**src/rtl/uart_bridge_pkg.sv**
```systemverilog
package uart_bridge_pkg;

    // One host frame, command byte then data byte
    typedef struct packed {
        logic [7:0] cmd;
        logic [7:0] data;
    } cmd_frame_t;

    // Memory-controller command channel
    typedef struct packed {
        logic        en;        // One-cycle strobe
        logic        rw;        // 1 = read
        logic [29:0] byte_addr;
    } mem_cmd_t;

    // Write-data channel into the holding register
    typedef struct packed {
        logic        en;
        logic [3:0]  mask;      // 1 = byte is written
        logic [31:0] data;
    } mem_wr_t;

    // Return a byte of the debug register
    localparam logic [7:0] OP_RD_BYTE0  = 8'h10;
    localparam logic [7:0] OP_RD_BYTE1  = 8'h11;
    localparam logic [7:0] OP_RD_BYTE2  = 8'h12;
    localparam logic [7:0] OP_RD_BYTE3  = 8'h13;

    // Byte address, byte at a time
    localparam logic [7:0] OP_ADDR0     = 8'h20;
    localparam logic [7:0] OP_ADDR1     = 8'h21;
    localparam logic [7:0] OP_ADDR2     = 8'h22;
    localparam logic [7:0] OP_ADDR3     = 8'h23;

    // Write data, byte at a time
    localparam logic [7:0] OP_WDATA0    = 8'h24;
    localparam logic [7:0] OP_WDATA1    = 8'h25;
    localparam logic [7:0] OP_WDATA2    = 8'h26;
    localparam logic [7:0] OP_WDATA3    = 8'h27;

    localparam logic [7:0] OP_MASK      = 8'h31;
    localparam logic [7:0] OP_MEM_READ  = 8'h50;
    localparam logic [7:0] OP_MEM_WRITE = 8'h51;

    localparam int CLKS_PER_BIT_DEFAULT = 16;

endpackage

```
**src/rtl/cmd_framer.sv**
```systemverilog
`timescale 1ns/1ps

module cmd_framer import uart_bridge_pkg::*; (
    input  logic       clk,
    input  logic       reset_n,
    input  logic       rx_valid,
    input  logic [7:0] rx_data,
    output logic       frame_valid,
    output cmd_frame_t frame
);

    logic       pending;    // Command byte held, waiting for data
    logic [7:0] cmd_hold;

    always_ff @(posedge clk or negedge reset_n) begin
        if (!reset_n) begin
            pending     <= 1'b0;
            cmd_hold    <= '0;
            frame_valid <= 1'b0;
            frame       <= '0;
        end else begin
            frame_valid <= 1'b0;
            if (rx_valid) begin
                if (!pending) begin
                    // Zero in command slot is the resync byte
                    if (rx_data != 8'h00) begin
                        cmd_hold <= rx_data;
                        pending  <= 1'b1;
                    end
                end else begin
                    pending     <= 1'b0;
                    frame_valid <= 1'b1;
                    frame.cmd   <= cmd_hold;
                    frame.data  <= rx_data;
                end
            end
        end
    end

endmodule

```
**config.mk**
```make
export PLATFORM = sky130hd
export DESIGN_NAME = cmd_framer
export DESIGN_NICKNAME = d
export VERILOG_FILES = /design/src/rtl/uart_bridge_pkg.sv /design/src/rtl/cmd_framer.sv
export SDC_FILE = /design/constraint.sdc
export NUM_CORES = 1
export LEC_CHECK = 0
export BUFFER_PORTS_ARGS = -buffer_cell sky130_fd_sc_hd__buf_2
export CAP_MARGIN = 20
export CORE_MARGIN = 3
export CORE_UTILIZATION = 40
export DETAILED_ROUTE_END_ITERATION = 10
export MAX_ROUTING_LAYER = met4
export PLACE_DENSITY = 0.75
export SLEW_MARGIN = 20
export SYNTH_ARGS = -nofsm -noshare
export SYNTH_HDL_FRONTEND = slang
export SYNTH_SLANG_ARGS = --single-unit
```
**constraint.sdc**
```tcl
create_clock -name clk -period 2.5 [get_ports clk]
set_input_delay 0.125 -clock clk [delete_from_list [all_inputs] [get_ports clk]]
set_output_delay 0.125 -clock clk [all_outputs]
set_load 0.02 [all_outputs]
```
==> results by group, run 1 <==
Run status
  – Status: complete, no violations

Yosys
  – Mapped Area: 972.2 µm²
  – Syn Inst Count: 60
  – Syn_area_per_cell: 16.20 µm²
  – #FFs+latches synth: 26
  – Synth warnings: 0
  – Sequential share of the synthesized area: 0.6692
  – Syn nets: 71
  – Yosys cell types: 10

Floorplan
  – Initial Utilization: 0.4312
  – Ports: 28
  – Total core area: 2255 µm²
  – Die Y: 55.30 µm
  – Core Rows: 17
  – Die Area: 3058 µm²
  – Horiz. Die Dim: 55.30 µm

Run
  – Max cap viols: 0

Timing
  – Setup ws final: slightly below 1 ns
  – Worst rel slew slack: 0.5280
  – Unrepaired setup endpoints after global routing: no
  – Finish-stage setup viols: 0
  – Final Hold Viols: 0
  – Pins Over Slew Limit: 0
  – Clk_skew: 0.001972 ns
  – Tcrit/Tclk final: 0.6096
  – Highest clock rate: 656.1 MHz
  – Fin Setup TNS: 0 ns
  – Worst Tran Pin Value: 0.7065 ns
  – Fin crit period: approximately 1.5 ns

Drt
  – DRT Wirelength: 1672 µm
  – Vias per cell: 5.205
  – DR iter-0 viols: 13
  – Drt first pass iters: 3
  – # DRC: 0
  – DR WL/cell: 14.29 µm
  – Post-route ant nets: 0
  – Vias: approximately 600

Clocking
  – PostCTS Resize Cnt: 0
  – Clock latency on the worst-skew pair: 0.30 ns
  – Root Buffer: clkbuf_4
  – CTS tree: yes
  – CTS buffer count: 3
  – Max Root-Sink Buffers: 2
  – CTS H-tree lvls: 1
  – Clock slew at reported path FFs: around 0.12 ns
  – Clk sinks: 26

Place
  – Placed cell count: 113
  – Port Buf Inserts: 27
  – DP Worst Slack: 0.9876 ns
  – Routability congestion estimate: between 0.7 and 0.8

Setup path
  – Worst setup SP type: register
  – Critical path type: register to register
  – Arr. time, crit path: 1.73 ns
  – CP Capture Type: register
  – Required @ worst endpoint: around 2.7 ns
  – Critical path fanouts, max: 9

Finish
  – Non-Filler Instances: 117
  – Most frequent cells in the layout: buf_2 (27), dfrtp_1 (26), mux2_2 (16)
  – Commonest non-fill, non-tap cell in the layout: buf_2
  – Final nets: 102
  – Antenna cells: 0
  – Synth-to-layout area growth: 19.82%
  – Share of cells above drive strength 1: 0.5506

Power
  – Pwr dens: 955.6 nW/µm²
  – P_leak: 0.5761 nW
  – VDD IR-drop max: 0.4929 mV

Global route
  – Total track usage: 0.1264
  – Number of global-route vias before repair: 647
  – Initial antenna violation count: 0
  – First-pass GRT wire length: a little under 3000 µm
  – Total gr overflow: 0
  – Largest net degree at the start of global routing: 27

Hold path
  – Worst min-delay path category: input port to register
==> final timing paths <==
path	end	from	slack, ns	depth (start not counted)
max in group asynchronous	frame[2]$_DFFE_PN0P_	reset_n	1.81	2
min in group asynchronous	frame[0]$_DFFE_PN0P_	reset_n	0.32	2
hold reg to reg	cmd_hold[0]$_DFFE_PN0P_	cmd_hold[0]$_DFFE_PN0P_	0.51	1
setup / recovery	cmd_hold[7]$_DFFE_PN0P_	pending$_DFFE_PN0P_	0.98	3
hold / removal	pending$_DFFE_PN0P_	rx_valid	0.02	2
setup reg to reg	cmd_hold[7]$_DFFE_PN0P_	pending$_DFFE_PN0P_	0.98	3
==> sequential cells by signal, summed over array words and instances, names as in the netlist <==
signal,cells
pending,1
cmd_hold,8
frame,16
frame_valid,1
==> Yosys cell counts <==
cell,number,area share
buf_2,2,0.010
inv_1,2,0.0077
a22o_1,8,0.072
o21ai_4,1,0.017
nand2_1,1,0.0039
dfrtp_1,26,0.67
mux2_2,16,0.19
or4_4,2,0.023
nor2b_1,1,0.0064
o21ai_0,1,0.0051
==> critical path: stages, from the launching register on <==
cell and delay, ns:
dfrtp_1 0.42, nor2b_1 0.57, o21ai_4 0.21, a22o_1 0.24
==> stage by stage <==
step           total power, W  utilization  cell area [µm²]  hold slack [ns]
2_1_floorplan       0.0008285            -            972.2          -0.1706
3_3_place_gp        0.0009498       0.5022             1132           0.1460
3_5_place_dp        0.0009642       0.5022             1132           0.1487
4_1_cts              0.001131       0.5166             1165          0.01655
5_1_grt              0.001179       0.5166             1165         0.007788
6_report             0.001113       0.5166             1165          0.02461
==> cell families after synthesis <==
| group | Yosys count | share of synthesized area |
|---|---|---|
| flops | 26 | 0.6692 |
| buf+inv | 4 | 0.01802 |
| mux | 16 | 0.1853 |
| simple gates | 4 | 0.03346 |
| compound gates | 10 | 0.09395 |
==> report_power, final <==
group	switching, W	total (W)	internal, W
combinational	0.000202	0.000358	0.000157
sequential	0.0000551	0.000590	0.000534
clock	0.000109	0.000166	0.0000562
total	0.000366	0.00111	0.000747
==> repair_timing <==
item / 4_1_cts / 5_1_grt
hold buffers: 1 / 0
buffers inserted: 0 / 0
hold endpoints to repair: 26 / 0
==> layout make-up <==
type	count	area [µm²]
inverter	2	7.507
sequential	26	650.6
timing repair buffer	28	145.1
clock buffer	3	22.52
multi-input combinational	30	304.0
fill	217	1090
tap	28	35.03
==> routing by layer <==
metal | track usage | share of wire | vias up | routed length, µm
li1 | - | - | 278 | -
met5 | - | 0 | - | 0
met3 | 0.03037 | 0.045 | 2 | 75
met2 | 0.1959 | 0.51 | 15 | 847
met4 | 0.06250 | 0.013 | 0 | 21
met1 | 0.1541 | 0.44 | 314 | 728
Note: power is estimated with default switching activity, not from simulation.
==> run 2: changes to the inputs <==
- PLACE_DENSITY: 0.75 -> 0.78
- clock period: 2.5 -> 1.4 ns (I/O delays scaled with it)
==> run 2 against run 1 <==
Net effect: global-route usage increased by 1.4 points; cell area rose by 12%; first-iteration DRC count is 23% lower; clock power increased to 3.0 times the previous value; routed wire length up 15%; sequential share of layout area is 5.9 points lower; worst setup slack worse by 0.96 ns.
==> results by group, run 2 (synthesized netlist as in run 1, its figures left out) <==
Setup path
  – R2r worst-path depth: 3 (unchanged)
  – CP Capture Type: register
  – Critical path type: input port to register
  – Reg-to-reg critical path startpoint: pending$_DFFE_PN0P_
  – Buf+Inv Stages, Crit Path: 2 (+2)
  – Slowest cell on the critical path: dlygate4sd3_1
  – Required @ worst endpoint: 1.66 ns (-1.05 ns)
  – R2R Path End: cmd_hold[0]$_DFFE_PN0P_
  – Worst setup SP type: input port
  – Reg-to-reg setup timing slack: 0.12 ns (-0.86 ns)
  – Cell Chain, Critical Path: dlygate4sd3_1 -> buf_2 -> or4_4 -> o21ai_4 -> a22o_1
  – Crit path max-delay family: buffers and inverters
  – Crit-path max cell delay: 0.53 ns (-0.04 ns)
  – Arr. time, crit path: 1.64 ns (-0.09 ns)
  – Critical path fanouts, max: 5 (-4)

Global route
  – Initial antenna violation count: 0 (unchanged)
  – Total gr overflow: 0 (unchanged)
  – First-pass GRT wire length: 3332 µm (+12%)
  – Largest net degree at the start of global routing: 27 (unchanged)
  – Met3 usage: 0.03505 (+0.004673)
  – Met2 Use GR: 0.2111 (+0.01520)
  – Total track usage: 0.1406 (+0.01421)
  – GR Layer Usage met1: 0.1847 (+0.03065)
  – Number of global-route vias before repair: 697 (+7.7%)
  – GRT busiest layer: met2

Clocking
  – Clock latency on the worst-skew pair: 0.32 ns (+0.02 ns)
  – Root Buffer: clkbuf_4
  – CTS buffer count: 3 (unchanged)
  – Max Root-Sink Buffers: 2 (unchanged)
  – Setup repair bufs after CTS: 0 (unchanged)
  – CTS tree: yes
  – CTS H-tree lvls: 1 (unchanged)
  – Clk sinks: 26 (unchanged)
  – Clock slew at reported path FFs: 0.13 ns (about the same)

Finish
  – Synth-to-layout area growth: 34.11%
  – Final nets: 113 (+11%)
  – Share of cells above drive strength 1: 0.5347 (-0.01591)
  – Filler Cell Count: 205 (-5.5%)
  – Biggest regs: frame x16, cmd_hold x8
  – Commonest non-fill, non-tap cell in the layout: buf_2
  – Biggest register: frame
  – Post-layout util: 0.5782 (+0.06160)
  – Most frequent cells in the layout: buf_2 (27), dfrtp_1 (26), mux2_2 (16)
  – Max reg flops: 16 (unchanged)
  – Antenna cells: 0 (unchanged)

Floorplan
  – Die Area: 3058 µm² (unchanged)
  – Initial Utilization: 0.4312 (unchanged)
  – Die Y: 55.30 µm (unchanged)
  – Ports: 28 (unchanged)
  – Total core area: 2255 µm² (unchanged)
  – Core Rows: 17 (unchanged)
  – Horiz. Die Dim: 55.30 µm (unchanged)

Power
  – Combinational fraction of design power: 0.305 (-0.017)
  – Pint: 0.001550 W (+110%)
  – Switching portion of total power: 0.3092 (-0.01961)
  – Net Sw Power: 0.0006936 W (+89%)
  – Total power draw: 0.002243 W (+100%)
  – Pwr dens: 1721 nW/µm² (+80%)
  – Clock share of power: 0.225 (+0.076)
  – VDD IR-drop max: 1.083 mV (+120%)
  – P_leak: 0.6361 nW (+10%)
  – Sequential Power Share: 0.470 (-0.060)

Drt
  – DRT Wirelength: 1927 µm (+15%)
  – Vias: 655 (+7.6%)
  – Vias per cell: 5.078 (-2.5%)
  – # DRC: 0 (unchanged)
  – Drt first pass iters: 4 (+1)
  – DR iter-0 viols: 10 (-3)
  – Post-route ant nets: 0 (unchanged)
  – DR WL/cell: 14.94 µm (+4.5%)

Place
  – Port Buf Inserts: 27 (unchanged)
  – Dpl hpwl: 1259 µm
  – Routability congestion estimate: 0.7636 (+4.9%)
  – DP Worst Slack: 0.1423 ns (-0.8453 ns)

Timing
  – Final Hold Viols: 0 (unchanged)
  – Worst rel slew slack: 0.6262 (+0.09820)
  – Unrepaired setup endpoints after global routing: yes
  – Finish-stage setup viols: 0 (unchanged)
  – Fin Setup TNS: 0 ns (unchanged)
  – Fin crit period: 1.384 ns
  – Tightest hold margin: 0.01753 ns (-0.007079 ns)
  – Clk_skew: 0.01283 ns (+0.01086 ns)
  – Tcrit/Tclk final: 0.9889
  – Highest clock rate: 722.3 MHz
  – Setup ws final: 0.01558 ns (-0.9603 ns)
  – Pins Over Slew Limit: 0 (unchanged)
  – Worst Tran Pin Value: 0.5607 ns (-0.1458 ns)

Hold path
  – Cells on Worst Hold Path: 2 (unchanged)
  – Hold Startpoint: rx_data[2]
  – Worst hold endpoint: cmd_hold[2]$_DFFE_PN0P_
  – Worst min-delay path category: input port to register

Run
  – Max cap viols: 0 (unchanged)

Run status
  – Status: complete, no violations
run 2: changes by cell type in the layout (fill, tap and decap cells not counted), sizes merged:
cell         previous run  this run
bufinv                  0         1
dlygate4sd3             1         8
o21ai                   2         3
buf                    27        30
run 2: worst max-delay path by stage:
stage	from	end	slack, ns	cells past startpoint
2_1_floorplan	pending$_DFFE_PN0P_	frame[0]$_DFFE_PN0P_	0.12	3
3_3_place_gp	rx_data[5]	pending$_DFFE_PN0P_	0.17	4
3_5_place_dp	rx_data[5]	pending$_DFFE_PN0P_	0.14	4
4_1_cts	rx_data[3]	cmd_hold[0]$_DFFE_PN0P_	0.02	5
5_1_grt	rx_data[3]	cmd_hold[1]$_DFFE_PN0P_	-0.007	5
6_report	rx_data[3]	cmd_hold[0]$_DFFE_PN0P_	0.02	5
run 2: timing repair:
item | in CTS | in global routing
setup endpoints to repair | 0 | 9
gates resized for setup | 0 | 1
endpoints found under the hold margin | 35 | 2
hold buffers | 7 | 1
run 2: power by group through the flow:
| stage | registers, W | logic [W] | clock network [W] |
|---|---|---|---|
| after floorplan | 0.00125 | 0.000224 | 0 |
| after global placement | 0.00106 | 0.000651 | 0 |
| after detailed placement | 0.00107 | 0.000661 | 0 |
| after CTS | 0.00105 | 0.000678 | 0.000522 |
| after global routing | 0.00109 | 0.000740 | 0.000553 |
| final | 0.00105 | 0.000683 | 0.000506 |
run 2: metrics by stage:
step	instance area, µm²	std cells
2_1_floorplan	972.2	60
3_3_place_gp	1155	116
3_5_place_dp	1155	116
4_1_cts	1277	127
5_1_grt	1304	129
6_report	1304	129
run 2: layer usage:
layer / wire length, µm / share of wire
met1: 869 / 0.45
met2: 956 / 0.50
met3: 74 / 0.038
met4: 26 / 0.013
met5: 0 / 0
run 2: final cells by class:
class                   instances  area (µm²)  share of cell area
repair buffers                 38       237.7              0.1823
multi-input cells              31       320.3              0.2457
clock inverters                 1       30.03             0.02303
flip-flops and latches         26       650.6              0.4990
well taps                      28       35.03             0.02687
inverters                       2       7.507            0.005758
clock buffers                   3       22.52             0.01727
==> run 3: changes to the inputs <==
- ABC_AREA: not set -> 1
- PLACE_DENSITY: 0.78 -> 0.77
==> run 3 against run 2 <==
Net effect: routed wire length grew 7.0%; maximum frequency grew 22%; global-route usage grew 0.057 points; utilization shrank 1.5 points; via count grew 30%; count of clock-buffer cells in the layout grew 1.
==> results by group, run 3 <==
Run status
  – Status: complete, no violations

Floorplan
  – Total core area: 2340 µm² (+3.8%)
  – Horiz. Die Dim: 56.83 µm (+2.8%)
  – Die Y: 56.83 µm (+2.8%)
  – Ports: 28 (unchanged)
  – Initial Utilization: 0.4417 (+0.01052)
  – Die Area: 3230 µm² (+5.6%)
  – Core Rows: 17 (unchanged)

Yosys
  – Mapped Area: 1033 µm² (+6.3%)
  – Ranking of synthesized cells by area: dfrtp_1 (63%), nand2_1 (23%), nand3_1 (3.9%)
  – Synth area leader: dfrtp_1
  – Synth top cells by count: nand2_1 (62), dfrtp_1 (26), nand3_1 (8)
  – Number of synthesized flops with an enable pin: 0 (unchanged)
  – Top-count cell post-synth: nand2_1
  – Syn_area_per_cell: 8.833 µm² (-45%)
  – #FFs+latches synth: 26 (unchanged)
  – Sequential share of the synthesized area: 0.6295 (-0.03970)
  – Synth Flop Type: dfrtp_1
  – Syn Inst Count: 117 (+95%)
  – Fraction of registers with async set/reset: 1.000 (unchanged)
  – Synth top area share: 0.6295 (-0.03970)
  – Syn nets: 128 (+80%)
  – Yosys cell types: 11 (+1)
  – Synth warnings: 0 (unchanged)

Drt
  – Drt first pass iters: 4 (unchanged)
  – DRT Wirelength: 2061 µm (+7.0%)
  – # DRC: 0 (unchanged)
  – Vias per cell: 4.656 (-8.3%)
  – Vias: 852 (+30%)
  – DR iter-0 viols: 34 (+24)
  – DR WL/cell: 11.26 µm (-25%)
  – Post-route ant nets: 0 (unchanged)

Finish
  – Share of cells above drive strength 1: 0.2323 (-0.3024)
  – Biggest register: frame
  – Fin area: 1318 µm² (+1.1%)
  – Final nets: 167 (+48%)
  – Filler Cell Count: 219 (+6.8%)
  – Area of the multi-input gates: 335.3 µm² (+4.7%)
  – Max reg flops: 16 (unchanged)
  – Post-layout util: 0.5631 (-0.01514)
  – Antenna cells: 0 (unchanged)
  – Register Area: 650.6 µm² (unchanged)
  – Non-Filler Instances: 183 (+42%)
  – Commonest non-fill, non-tap cell in the layout: nand2_1
  – Synth-to-layout area growth: 27.48%
  – Most frequent cells in the layout: nand2_1 (62), buf_2 (27), dfrtp_1 (26)
  – Biggest regs: frame x16, cmd_hold x8

Clocking
  – CTS tree: yes
  – PostCTS Resize Cnt: 0 (unchanged)
  – Root Buffer: clkbuf_4
  – Clock slew at reported path FFs: 0.13 ns (about the same)
  – Clk sinks: 26 (unchanged)
  – CTS buffer count: 3 (unchanged)
  – Setup repair bufs after CTS: 0 (unchanged)
  – Max Root-Sink Buffers: 2 (unchanged)
  – Hold-fix buffers, CTS: 7 (unchanged)
  – CTS H-tree lvls: 1 (unchanged)
  – Clock latency on the worst-skew pair: 0.31 ns (about the same)

Place
  – Placed cell count: 171 (+47%)
  – Placed cell area: 1201 µm² (+4.0%)
  – Dpl hpwl: 1532 µm (+22%)
  – Port Buf Inserts: 27 (unchanged)
  – Routability congestion estimate: 0.7990 (+4.6%)

Setup path
  – Slowest cell on the critical path: dlygate4sd3_1
  – Most used cell, CP: nand2_1
  – Critical path fanouts, max: 8 (+3)
  – Arr. time, crit path: 1.35 ns (-0.29 ns)
  – Required @ worst endpoint: 1.62 ns (-0.04 ns)
  – Worst setup SP type: input port
  – Critical path type: input port to register
  – Cell Chain, Critical Path: dlygate4sd3_1 -> buf_2 -> nor2_1 -> nand2_1 -> inv_1 -> nand2_1 -> nand3_1 -> nand2_1
  – CP Capture Type: register
  – Crit-path max cell delay: 0.53 ns (about the same)

Timing
  – Finish-stage setup viols: 0 (unchanged)
  – Fin crit period: 1.137 ns (-0.2478 ns)
  – Tightest hold margin: 0.01619 ns (-0.001343 ns)
  – Fin Setup TNS: 0 ns (unchanged)
  – Pins Over Slew Limit: 0 (unchanged)
  – Unrepaired setup endpoints after global routing: no
  – Worst Tran Pin Value: 0.5482 ns (-0.01245 ns)
  – Tcrit/Tclk final: 0.8119 (-0.1770)
  – Worst rel slew slack: 0.6345 (+0.008302)
  – Clk_skew: 0.003553 ns (-0.009277 ns)
  – Final Hold Viols: 0 (unchanged)
  – Highest clock rate: 879.8 MHz (+22%)

Power
  – VDD IR-drop max: 0.8353 mV (-23%)
  – P_leak: 0.7649 nW (+20%)
  – Pwr dens: 1496 nW/µm² (-13%)

Global route
  – Total track usage: 0.1412 (+0.0005696)
  – Initial antenna violation count: 0 (unchanged)
  – First-pass GRT wire length: 3512 µm (+5.4%)
  – Total gr overflow: 0 (unchanged)
  – Number of global-route vias before repair: 793 (+14%)
  – Largest net degree at the start of global routing: 27 (unchanged)

Hold path
  – Worst min-delay path category: input port to register

Run
  – Max cap viols: 0 (unchanged)
[run 3: cell types whose count changed after synthesis]
cell / previous run / this run
buf_4: 0 / 1
nand3_1: 0 / 8
nor2_1: 0 / 4
inv_1: 2 / 7
o21ai_1: 0 / 4
nand2_1: 1 / 62
nor2b_1: 1 / 0
mux2_2: 16 / 0
or4_4: 2 / 0
inv_2: 0 / 1
o21ai_0: 1 / 0
a22o_1: 8 / 0
nor2_4: 0 / 1
[run 3: worst paths after layout]
check                                       from                 endpoint  slack [ns]  cells after the start
hold / removal                        rx_data[1]     frame[1]$_DFFE_PN0P_        0.02                      3
min in group asynchronous                reset_n     frame[6]$_DFFE_PN0P_        0.25                      2
setup reg to reg             pending$_DFFE_PN0P_     frame[8]$_DFFE_PN0P_        0.28                      4
setup / recovery                      rx_data[7]  cmd_hold[2]$_DFFE_PN0P_        0.26                      8
max in group asynchronous                reset_n  cmd_hold[2]$_DFFE_PN0P_        0.79                      2
hold reg to reg            frame[12]$_DFFE_PN0P_    frame[12]$_DFFE_PN0P_        0.49                      2
[run 3: cell families after synthesis]
family | count (synthesis) | synth area share
flops | 26 | 0.6295
buf+inv | 11 | 0.04601
simple gates | 75 | 0.2893
compound gates | 5 | 0.03511
[run 3: worst max-delay path, delay by kind of cell]
kind                   cells  cell delay (ns)
AND/OR/NAND/NOR            5             0.54
buffers and inverters      3             0.74
[run 3: metrics by stage]
stage                     total power, W  worst slack (ns)
after detailed placement        0.001613            0.3058
after CTS                       0.001999            0.2695
after floorplan                 0.001391            0.4635
final                           0.001971            0.2634
after global placement          0.001596            0.3232
after global routing            0.002107            0.1326
[run 3: power by group]
group          switching [W]  internal [W]  total [W]
combinational       0.000376      0.000207   0.000583
clock               0.000205      0.000159   0.000365
sequential         0.0000945      0.000928    0.00102
[run 3: routing by layer]
layer | vias up | part of all wire | track usage
li1 | 432 | - | -
met4 | 0 | 0.010 | 0.04967
met1 | 386 | 0.49 | 0.1986
met3 | 3 | 0.067 | 0.02989
met2 | 31 | 0.43 | 0.2013
met5 | - | 0 | -
[run 3: final cells by class]
cell class	count	share of cell area
timing repair buffer	37	0.1747
clock buffer	4	0.02754
multi-input combinational	80	0.2545
inverter	8	0.02279
tap	28	0.02659
sequential	26	0.4938
